[config.mk]
export PLATFORM = sky130hd
export DESIGN_NAME = complexIntegerUnit
export DESIGN_NICKNAME = d
export VERILOG_FILES = /design/src/hdl/complexOpPkg.sv /design/src/hdl/pipelinePkg.sv /design/src/hdl/complexExecLane.sv /design/src/hdl/complexIntegerUnit.sv /design/src/hdl/complexIssueQueue.sv /design/src/hdl/complexIssueStage.sv /design/src/hdl/divArbiter.sv /design/src/hdl/serialDivider.sv
export SDC_FILE = /design/constraint.sdc
export NUM_CORES = 1
export LEC_CHECK = 0
export BUFFER_PORTS_ARGS = -buffer_cell sky130_fd_sc_hd__buf_2
export CORE_ASPECT_RATIO = 1.4
export CORE_MARGIN = 4
export CORE_UTILIZATION = 64
export CTS_BUF_LIST = sky130_fd_sc_hd__clkbuf_16
export CTS_CLUSTER_DIAMETER = 150
export DETAILED_ROUTE_END_ITERATION = 6
export HOLD_SLACK_MARGIN = 0.06
export PLACE_DENSITY = 0.82
export SYNTH_ARGS = -nofsm -noshare
export SYNTH_HDL_FRONTEND = slang
export SYNTH_HIERARCHICAL = 1
export SYNTH_SLANG_ARGS = --single-unit
export TNS_END_PERCENT = 100
[constraint.sdc]
create_clock -name clock -period 9.25 [get_ports clock]
set_input_delay 1.3875 -clock clock [delete_from_list [all_inputs] [get_ports clock]]
set_output_delay 1.3875 -clock clock [all_outputs]
set_load 0.01 [all_outputs]
[src/hdl/complexOpPkg.sv]
/*
 * Op-level types for the complex integer path: opcodes, operand width,
 * the dispatched op entry and the lane result. Compiled before pipelinePkg.
 */
package complexOpPkg;

    localparam int dataWidth = 16;
    localparam int opIdWidth = 6;
    // Width of the active-list pointer carried by each op
    localparam int activeListPtrWidth = 4;

    typedef enum logic [1:0] {
        OP_MUL,
        OP_DIV,
        OP_REM
    } ComplexOpcode;

    // One op as it leaves dispatch
    typedef struct packed {
        ComplexOpcode                  opcode;
        logic [dataWidth-1:0]          srcA;
        logic [dataWidth-1:0]          srcB;
        logic [activeListPtrWidth-1:0] activeListPtr;
        logic [opIdWidth-1:0]          opId;
    } ComplexOpEntry;

    typedef struct packed {
        logic                 valid;
        logic [opIdWidth-1:0] opId;
        logic [dataWidth-1:0] value;
    } ComplexResult;

endpackage

[src/hdl/pipelinePkg.sv]
/*
 * Pipeline-level types: lane count, queue geometry, recovery range and
 * stage registers, plus the selective flush check used by queue and stage.
 */
package pipelinePkg;

    localparam int issueWidth = 2;
    localparam int queueDepth = 4;
    localparam int queueIndexWidth = 2;
    localparam int laneIndexWidth = $clog2(issueWidth);

    typedef logic [complexOpPkg::activeListPtrWidth-1:0] ActiveListPtr;
    typedef logic [queueIndexWidth-1:0] QueueIndex;
    typedef logic [laneIndexWidth-1:0] LaneIndex;

    typedef struct packed {
        logic         toRecovery;
        logic         flushAll;
        ActiveListPtr headPtr;
        ActiveListPtr tailPtr;
    } FlushRange;

    typedef struct packed {
        logic      valid;
        QueueIndex queuePtr;
    } IssueStageReg;

    typedef struct packed {
        logic                       valid;
        complexOpPkg::ComplexOpEntry op;
    } ExecStageReg;

    // Half-open circular range, head up to but not including tail
    function automatic logic inFlushRange(FlushRange range, ActiveListPtr ptr);
        logic hit;
        if (range.headPtr <= range.tailPtr) begin
            hit = (ptr >= range.headPtr) && (ptr < range.tailPtr);
        end else begin
            hit = (ptr >= range.headPtr) || (ptr < range.tailPtr);
        end
        return range.toRecovery && (range.flushAll || hit);
    endfunction

endpackage

[src/hdl/complexExecLane.sv]
/*
 * One complex execution lane. MUL finishes in the cycle after the op is
 * registered; DIV and REM hold the lane busy until the shared divider
 * returns, then pick quotient or remainder.
 */
`timescale 1ns/1ps

module complexExecLane (
    input  logic                             clock,
    input  logic                             reset,
    input  pipelinePkg::ExecStageReg         execIn,
    output logic                             divRequest,
    input  logic                             divGrant,
    input  logic                             divDone,
    input  logic [complexOpPkg::dataWidth-1:0] quotient,
    input  logic [complexOpPkg::dataWidth-1:0] remainder,
    output logic                             busy,
    output complexOpPkg::ComplexResult       result
);
    import complexOpPkg::*;

    typedef enum logic [1:0] {
        LANE_IDLE,
        LANE_MUL,
        LANE_DIV_REQ,
        LANE_DIV_WAIT
    } LaneState;

    LaneState state;
    ComplexOpEntry opReg;
    logic [2*dataWidth-1:0] product;

    always_ff @(posedge clock) begin
        if (reset) begin
            state <= LANE_IDLE;
        end else if (execIn.valid) begin
            state <= (execIn.op.opcode == OP_MUL) ? LANE_MUL : LANE_DIV_REQ;
        end else begin
            case (state)
                LANE_MUL:      state <= LANE_IDLE;
                LANE_DIV_REQ:  state <= divGrant ? LANE_DIV_WAIT : LANE_DIV_REQ;
                LANE_DIV_WAIT: state <= divDone ? LANE_IDLE : LANE_DIV_WAIT;
                default:       state <= LANE_IDLE;
            endcase
        end
    end

    always_ff @(posedge clock) begin
        if (execIn.valid) begin
            opReg <= execIn.op;
        end
    end

    assign product = opReg.srcA * opReg.srcB;

    always_comb begin
        divRequest = (state == LANE_DIV_REQ);
        // Drops in the result cycle so the next op can issue at once
        busy = (state == LANE_DIV_REQ) || (state == LANE_DIV_WAIT && !divDone);

        result.valid = (state == LANE_MUL) || (state == LANE_DIV_WAIT && divDone);
        result.opId = opReg.opId;
        if (opReg.opcode == OP_MUL) begin
            result.value = product[dataWidth-1:0];
        end else begin
            result.value = (opReg.opcode == OP_DIV) ? quotient : remainder;
        end
    end

endmodule

[src/hdl/complexIntegerUnit.sv]
/*
 * Top of the complex integer path. Connects the issue queue, the issue
 * stage, two execution lanes and the shared divider with its arbiter.
 */
`timescale 1ns/1ps

module complexIntegerUnit (
    input  logic                        clock,
    input  logic                        reset,
    input  logic                        dispatchValid,
    input  complexOpPkg::ComplexOpEntry dispatchOp,
    output logic                        queueFull,
    input  pipelinePkg::FlushRange      recovery,
    output complexOpPkg::ComplexResult  result [pipelinePkg::issueWidth]
);
    import complexOpPkg::*;
    import pipelinePkg::*;

    IssueStageReg selected [issueWidth];
    ComplexOpEntry selectedOp [issueWidth];
    logic issue [issueWidth];
    QueueIndex issuePtr [issueWidth];
    logic flushed [issueWidth];
    ExecStageReg execIn [issueWidth];
    logic divRequest [issueWidth];
    logic divGrant [issueWidth];
    logic divDone [issueWidth];
    logic laneBusy [issueWidth];
    ComplexOpEntry divOperand [issueWidth];
    logic stall;
    logic divStart;
    logic dividerBusy;
    logic dividerDone;
    logic [dataWidth-1:0] dividend;
    logic [dataWidth-1:0] divisor;
    logic [dataWidth-1:0] quotient;
    logic [dataWidth-1:0] remainder;

    // Operand copy per lane, read when that lane wins the divider
    always_ff @(posedge clock) begin
        for (int i = 0; i < issueWidth; i++) begin
            if (execIn[i].valid) begin
                divOperand[i] <= execIn[i].op;
            end
        end
    end

    always_comb begin
        stall = 1'b0;
        dividend = divOperand[0].srcA;
        divisor = divOperand[0].srcB;
        for (int i = 0; i < issueWidth; i++) begin
            stall = stall | laneBusy[i];
            if (divGrant[i]) begin
                dividend = divOperand[i].srcA;
                divisor = divOperand[i].srcB;
            end
        end
    end

    complexIssueQueue u_complexIssueQueue (
        .clock, .reset, .dispatchValid, .dispatchOp, .queueFull, .stall,
        .recovery, .selected, .selectedOp, .issue, .issuePtr, .flushed
    );

    complexIssueStage u_complexIssueStage (
        .clock, .reset, .stall, .recovery, .selected, .selectedOp,
        .issue, .issuePtr, .flushed, .execIn
    );

    for (genvar i = 0; i < issueWidth; i++) begin : gLane
        complexExecLane u_complexExecLane (
            .clock, .reset, .execIn(execIn[i]), .divRequest(divRequest[i]),
            .divGrant(divGrant[i]), .divDone(divDone[i]), .quotient, .remainder,
            .busy(laneBusy[i]), .result(result[i])
        );
    end

    divArbiter u_divArbiter (
        .clock, .reset, .divRequest, .divGrant, .divStart, .dividerBusy,
        .dividerDone, .divDone
    );

    serialDivider u_serialDivider (
        .clock, .reset, .start(divStart), .dividend, .divisor,
        .busy(dividerBusy), .done(dividerDone), .quotient, .remainder
    );

endmodule

[src/hdl/complexIssueQueue.sv]
/*
 * Four-entry issue queue for complex ops. Takes dispatched ops, selects up
 * to two ready entries per cycle for the issue stage, and frees entries
 * once the stage reports them issued or flushed.
 */
`timescale 1ns/1ps

module complexIssueQueue (
    input  logic                        clock,
    input  logic                        reset,
    input  logic                        dispatchValid,
    input  complexOpPkg::ComplexOpEntry dispatchOp,
    output logic                        queueFull,
    input  logic                        stall,
    input  pipelinePkg::FlushRange      recovery,
    output pipelinePkg::IssueStageReg   selected [pipelinePkg::issueWidth],
    output complexOpPkg::ComplexOpEntry selectedOp [pipelinePkg::issueWidth],
    input  logic                        issue [pipelinePkg::issueWidth],
    input  pipelinePkg::QueueIndex      issuePtr [pipelinePkg::issueWidth],
    input  logic                        flushed [pipelinePkg::issueWidth]
);
    import complexOpPkg::*;
    import pipelinePkg::*;

    ComplexOpEntry opEntry [queueDepth];
    logic entryValid [queueDepth];
    logic entryScheduled [queueDepth];
    logic pick [queueDepth];
    logic inRange [queueDepth];
    logic freeHit [queueDepth];
    logic hasFree;
    QueueIndex dispatchSlot;

    always_comb begin
        int count;
        count = 0;
        hasFree = 1'b0;
        dispatchSlot = '0;
        for (int i = 0; i < issueWidth; i++) begin
            selected[i] = '0;
            // Stage looks up its op by the pointer it holds
            selectedOp[i] = opEntry[issuePtr[i]];
        end
        for (int e = queueDepth - 1; e >= 0; e--) begin
            if (!entryValid[e]) begin
                hasFree = 1'b1;
                dispatchSlot = QueueIndex'(e);
            end
        end
        for (int e = 0; e < queueDepth; e++) begin
            inRange[e] = inFlushRange(recovery, opEntry[e].activeListPtr);
            pick[e] = 1'b0;
            freeHit[e] = 1'b0;
            for (int i = 0; i < issueWidth; i++) begin
                if ((issue[i] || flushed[i]) && issuePtr[i] == QueueIndex'(e)) begin
                    freeHit[e] = 1'b1;
                end
            end
            // Lowest-indexed ready entries win, none while stalled
            if (!stall && entryValid[e] && !entryScheduled[e] && !inRange[e] &&
                count < issueWidth) begin
                selected[count].valid = 1'b1;
                selected[count].queuePtr = QueueIndex'(e);
                pick[e] = 1'b1;
                count++;
            end
        end
        queueFull = !hasFree;
    end

    always_ff @(posedge clock) begin
        if (reset) begin
            for (int e = 0; e < queueDepth; e++) begin
                entryValid[e] <= 1'b0;
                entryScheduled[e] <= 1'b0;
            end
        end else begin
            for (int e = 0; e < queueDepth; e++) begin
                if (freeHit[e]) begin
                    entryValid[e] <= 1'b0;
                    entryScheduled[e] <= 1'b0;
                end else if (pick[e]) begin
                    entryScheduled[e] <= 1'b1;
                end else if (entryValid[e] && !entryScheduled[e] && inRange[e]) begin
                    entryValid[e] <= 1'b0;
                end
                if (dispatchValid && hasFree && dispatchSlot == QueueIndex'(e)) begin
                    entryValid[e] <= 1'b1;
                    entryScheduled[e] <= 1'b0;
                end
            end
        end
    end

    always_ff @(posedge clock) begin
        if (dispatchValid && hasFree) begin
            opEntry[dispatchSlot] <= dispatchOp;
        end
    end

endmodule

[src/hdl/complexIssueStage.sv]
/*
 * Issue stage of the complex path. Holds one pipeline register per lane,
 * keeps it under stall, drops lanes hit by recovery and reports issue or
 * flush back to the queue while forwarding issued ops to the lanes.
 */
`timescale 1ns/1ps

module complexIssueStage (
    input  logic                        clock,
    input  logic                        reset,
    input  logic                        stall,
    input  pipelinePkg::FlushRange      recovery,
    input  pipelinePkg::IssueStageReg   selected [pipelinePkg::issueWidth],
    input  complexOpPkg::ComplexOpEntry selectedOp [pipelinePkg::issueWidth],
    output logic                        issue [pipelinePkg::issueWidth],
    output pipelinePkg::QueueIndex      issuePtr [pipelinePkg::issueWidth],
    output logic                        flushed [pipelinePkg::issueWidth],
    output pipelinePkg::ExecStageReg    execIn [pipelinePkg::issueWidth]
);
    import pipelinePkg::*;

    IssueStageReg pipeReg [issueWidth];
    logic flushHit [issueWidth];

    always_ff @(posedge clock) begin
        if (reset) begin
            for (int i = 0; i < issueWidth; i++) begin
                pipeReg[i] <= '0;
            end
        end else begin
            for (int i = 0; i < issueWidth; i++) begin
                if (!stall) begin
                    pipeReg[i] <= selected[i];
                end else begin
                    // Held lanes still lose their op on a matching recovery
                    pipeReg[i].valid <= pipeReg[i].valid && !flushHit[i];
                end
            end
        end
    end

    always_comb begin
        for (int i = 0; i < issueWidth; i++) begin
            flushHit[i] = inFlushRange(recovery, selectedOp[i].activeListPtr);

            issue[i] = pipeReg[i].valid && !stall && !flushHit[i];
            issuePtr[i] = pipeReg[i].queuePtr;
            // Frees the queue entry of a selected op that never issues
            flushed[i] = pipeReg[i].valid && flushHit[i];

            execIn[i].valid = issue[i];
            execIn[i].op = selectedOp[i];
        end
    end

endmodule

[src/hdl/divArbiter.sv]
/*
 * Round-robin arbiter for the shared serial divider. Grants one requesting
 * lane while the divider is idle and routes the done pulse to that owner.
 */
`timescale 1ns/1ps

module divArbiter (
    input  logic clock,
    input  logic reset,
    input  logic divRequest [pipelinePkg::issueWidth],
    output logic divGrant [pipelinePkg::issueWidth],
    output logic divStart,
    input  logic dividerBusy,
    input  logic dividerDone,
    output logic divDone [pipelinePkg::issueWidth]
);
    import pipelinePkg::*;

    LaneIndex rrPtr;
    LaneIndex owner;
    LaneIndex grantLane;
    logic ownerValid;

    always_comb begin
        LaneIndex candidate;
        divStart = 1'b0;
        grantLane = rrPtr;
        for (int i = 0; i < issueWidth; i++) begin
            divGrant[i] = 1'b0;
        end
        // Search starts at the favoured lane and wraps
        for (int k = 0; k < issueWidth; k++) begin
            candidate = LaneIndex'((int'(rrPtr) + k) % issueWidth);
            if (!dividerBusy && !ownerValid && !divStart && divRequest[candidate]) begin
                divGrant[candidate] = 1'b1;
                grantLane = candidate;
                divStart = 1'b1;
            end
        end
        for (int i = 0; i < issueWidth; i++) begin
            divDone[i] = dividerDone && ownerValid && owner == LaneIndex'(i);
        end
    end

    always_ff @(posedge clock) begin
        if (reset) begin
            ownerValid <= 1'b0;
            owner <= '0;
            rrPtr <= '0;
        end else if (divStart) begin
            ownerValid <= 1'b1;
            owner <= grantLane;
        end else if (dividerDone && ownerValid) begin
            ownerValid <= 1'b0;
            rrPtr <= LaneIndex'((int'(owner) + 1) % issueWidth);
        end
    end

endmodule

[src/hdl/serialDivider.sv]
/*
 * Restoring divider producing one quotient bit per cycle. A start pulse
 * latches the operands; done pulses after 16 steps and the quotient and
 * remainder stay put until the next start.
 */
`timescale 1ns/1ps

module serialDivider (
    input  logic                             clock,
    input  logic                             reset,
    input  logic                             start,
    input  logic [complexOpPkg::dataWidth-1:0] dividend,
    input  logic [complexOpPkg::dataWidth-1:0] divisor,
    output logic                             busy,
    output logic                             done,
    output logic [complexOpPkg::dataWidth-1:0] quotient,
    output logic [complexOpPkg::dataWidth-1:0] remainder
);
    import complexOpPkg::*;

    logic [dataWidth-1:0] remReg;
    logic [dataWidth-1:0] quoReg;
    logic [dataWidth-1:0] divisorReg;
    logic [$clog2(dataWidth)-1:0] stepCount;
    logic [dataWidth:0] shiftedRem;
    logic [dataWidth:0] trialRem;

    // One bit of the dividend shifts into the partial remainder
    assign shiftedRem = {remReg, quoReg[dataWidth-1]};
    assign trialRem = shiftedRem - {1'b0, divisorReg};

    always_ff @(posedge clock) begin
        if (reset) begin
            busy <= 1'b0;
            done <= 1'b0;
            stepCount <= '0;
        end else if (start) begin
            busy <= 1'b1;
            done <= 1'b0;
            stepCount <= '0;
        end else begin
            done <= 1'b0;
            if (busy) begin
                stepCount <= stepCount + 1'b1;
                if (&stepCount) begin
                    busy <= 1'b0;
                    done <= 1'b1;
                end
            end
        end
    end

    always_ff @(posedge clock) begin
        if (start) begin
            remReg <= '0;
            quoReg <= dividend;
            divisorReg <= divisor;
        end else if (busy) begin
            // Negative trial means restore, zero divisor never restores
            if (!trialRem[dataWidth]) begin
                remReg <= trialRem[dataWidth-1:0];
                quoReg <= {quoReg[dataWidth-2:0], 1'b1};
            end else begin
                remReg <= shiftedRem[dataWidth-1:0];
                quoReg <= {quoReg[dataWidth-2:0], 1'b0};
            end
        end
    end

    assign quotient = quoReg;
    assign remainder = remReg;

endmodule

==> impl_results.md <==
- Area grow syn2layout: 5.165%
- R2R Path Start: u_complexIssueStage/pipeReg[1][0]
- Critical path launch point type: flip-flop
- GP Congestion: 0.9336
- Final period utilization: 86.01%
- Status: completed
- Via count of the first global-routing pass: 17536
- Crit-path slowest cell: edfxtp_1
- Hold Crit Class: flip-flop to flip-flop
- Die area: 46040 um^2
- CTS tree: done
- Post-DRT Antenna Nets: 0
- Die Ht: 252.3 um
- Core footprint: ~42000 um^2
- Gr usage total: 28.31%
- Hold path start: u_divArbiter/rrPtr
- Max FO, Critical Path: 15
- Starting density of the core: approximately 65%
- Clock Tree Root: clkbuf_16
- Delay-heaviest family, CP: adder cells
- Drt wl/cell: 23.15 um
- Total of max-cap violations: 0
- CTS sink cnt: 395
- Fin nets: ~2600
- Worst EP required: 7.86 ns
- Hold_buf cts: 0
- Synth Instances: between 2000 and 2500
- CTS Buf Count: 38
- DR DRC count: 0
- Fillers: 2963
- Port Buf Inserts: 103
- Final setup fails: 0
- Max-slew headroom: slightly below 30%
- CTS clock-pin slew for the worst setup and hold paths: 0.07 ns
- WP buf/inv: 3
- Cell Rows: 89
- Hold Vio Cnt, Final: 0
- Worst path most repeated cell: fa_1
- First-pass GRT wire length: 99990 um
- Clk buf depth: 3
- Clk_skew: approximately 0.022 ns
- Initial antenna violation count: 7
- Total number of vias: 16777
- Post-CTS setup buffers: 0
- Share of cells above drive strength 1: 16.92%
- Post-Route Setup TNS: 0 ns
- Die W: 182.5 um
- Worst-path cell chain: nand2_1, fa_1, fa_1, inv_1, fa_1, fa_1, inv_1, fa_1, fa_1, xnor2_1, xnor2_1, xnor2_1, xnor2_1, xnor3_1, xnor2_1, o21ai_1, mux2_2, buf_2
- Warning count from the yosys run: 6
- Slew @ Worst Pin: 1.067 ns
- Placed wire-length estimate: 47440 um
- Total grt overflow: 0
- Avg Cell Area, Syn: 12.33 um^2
- Origin of the worst setup path: gLane[0].u_complexExecLane/opReg[27]
- Setup CP Type: flip-flop to primary output
- F_max: approximately 130 MHz
- Drt pass-1 iters: 5
- Initial DRC Count: 1213
- RSZ-0062 raised after global routing: false
- Slew Limit Fails: 0
- Worst skew pair latency: 0.55 ns
- Synthesized cell area: 27280 um^2
- Worst Setup End Kind: primary output
- Slowest Stage Delay on Critical Path: 0.74 ns
- CP arrival: 6.57 ns
- # resized after CTS: 0
- H-tree depth: 2
- Drt total wl: between 60000 and 70000 um
- Largest net degree at the start of global routing: 79
- Final min period: 7.956 ns
- Vias/cell: between 6 and 7
- Io pins: 104
cell type report:
cell class	count	area (um^2)	share of cell area [%]
repair buffers	119	635.6	2.216
flip-flops and latches	395	11570	40.33
well taps	546	683.2	2.381
clock inverters	29	200.2	0.6978
diodes	5	12.51	0.04361
inverters	280	1051	3.664
multi-input cells	1366	13560	47.26
clock buffers	39	975.9	3.402
sequential cells by signal (all words and copies together) (netlist names):
name                                flops
divOperand                             64
gLane.u_complexExecLane/opReg          68
gLane.u_complexExecLane/result         12
gLane.u_complexExecLane/state           4
u_complexIssueQueue/entryScheduled      4
u_complexIssueQueue/entryValid          4
u_complexIssueQueue/opEntry           176
u_complexIssueStage/pipeReg             6
u_divArbiter/owner                      1
u_divArbiter/ownerValid                 1
u_divArbiter/rrPtr                      1
u_serialDivider/busy                    1
u_serialDivider/divisorReg             16
u_serialDivider/done                    1
u_serialDivider/quotient               16
u_serialDivider/remainder              16
u_serialDivider/stepCount               4
final timing paths:
path	endpoint	slack, ns	depth (start not counted)
setup / recovery	result[38]	1.29	18
hold / removal	u_divArbiter/rrPtr	0.48	2
setup reg to reg	u_complexIssueQueue/entryScheduled[1]	3.92	15
hold reg to reg	u_divArbiter/rrPtr	0.48	2
cell usage in the layout (no fill, tap or decap), types with 4 or more instances in the layout:
cell	n
edfxtp_1	366
inv_1	285
nand2_1	204
ha_1	167
fa_1	161
and2_1	134
buf_2	103
mux4_2	88
nor2_1	69
xnor2_1	63
a21oi_1	45
o21ai_1	44
clkbuf_16	39
mux2_2	35
mux2_4	31
o21ai_0	31
dfxtp_1	29
mux2i_1	25
xor2_1	24
nor3_1	23
nand2b_1	18
a211oi_1	17
buf_4	16
and2_2	14
o21a_1	12
clkinv_1	11
nor2b_1	11
a21o_1	9
nand3_1	9
nand4_1	7
o211ai_1	7
nor4_1	6
diode_2	5
xnor2_2	5
inv_6	4
o21bai_1	4
a21boi_0	4
nand2_2	4
nor3b_1	4
layer usage:
metal  vias to the layer above  share of wire (%)  routed length (um)  GRT usage (%)
met4                        10                5.5                3524          13.37
met1                      8345                 36               23390          34.50
li1                       7547                  -                   -              -
met5                         -              0.092                  59              0
met2                       701                 52               33240          50.09
met3                       174                6.4                4130          3.700
per-stage QoR:
| stage | setup slack, ns | util, % | cell area, um^2 | instances | hold WS, ns |
|---|---|---|---|---|---|
| floorplan | 2.009 | - | 27280 | 2213 | 0.4386 |
| global placement | 1.958 | 65.16 | 27500 | 2706 | 0.4551 |
| detailed placement | 1.868 | 65.16 | 27500 | 2706 | 0.4617 |
| CTS | 1.285 | 67.94 | 28680 | 2774 | 0.4726 |
| global route | 1.037 | 67.94 | 28680 | 2774 | 0.4966 |
| finish | 1.294 | 67.97 | 28690 | 2779 | 0.4776 |
worst reg2reg max path, stage by stage, from the launching register on:
cell       delay (ns)
edfxtp_1         0.32
buf_4            0.28
buf_4            0.63
mux4_2           0.68
ha_1             0.29
or2_0            0.19
a211oi_1         0.24
a21oi_1          0.11
a2111oi_2        0.38
o21ai_1          0.19
nor2_4           0.10
buf_4            0.75
nor2_1           0.17
o31ai_1          0.51
nor2_1           0.11
nand2_1          0.10
Power is not shown: default switching activity piles up to over one toggle a cycle in this logic, so the estimate is an artifact.
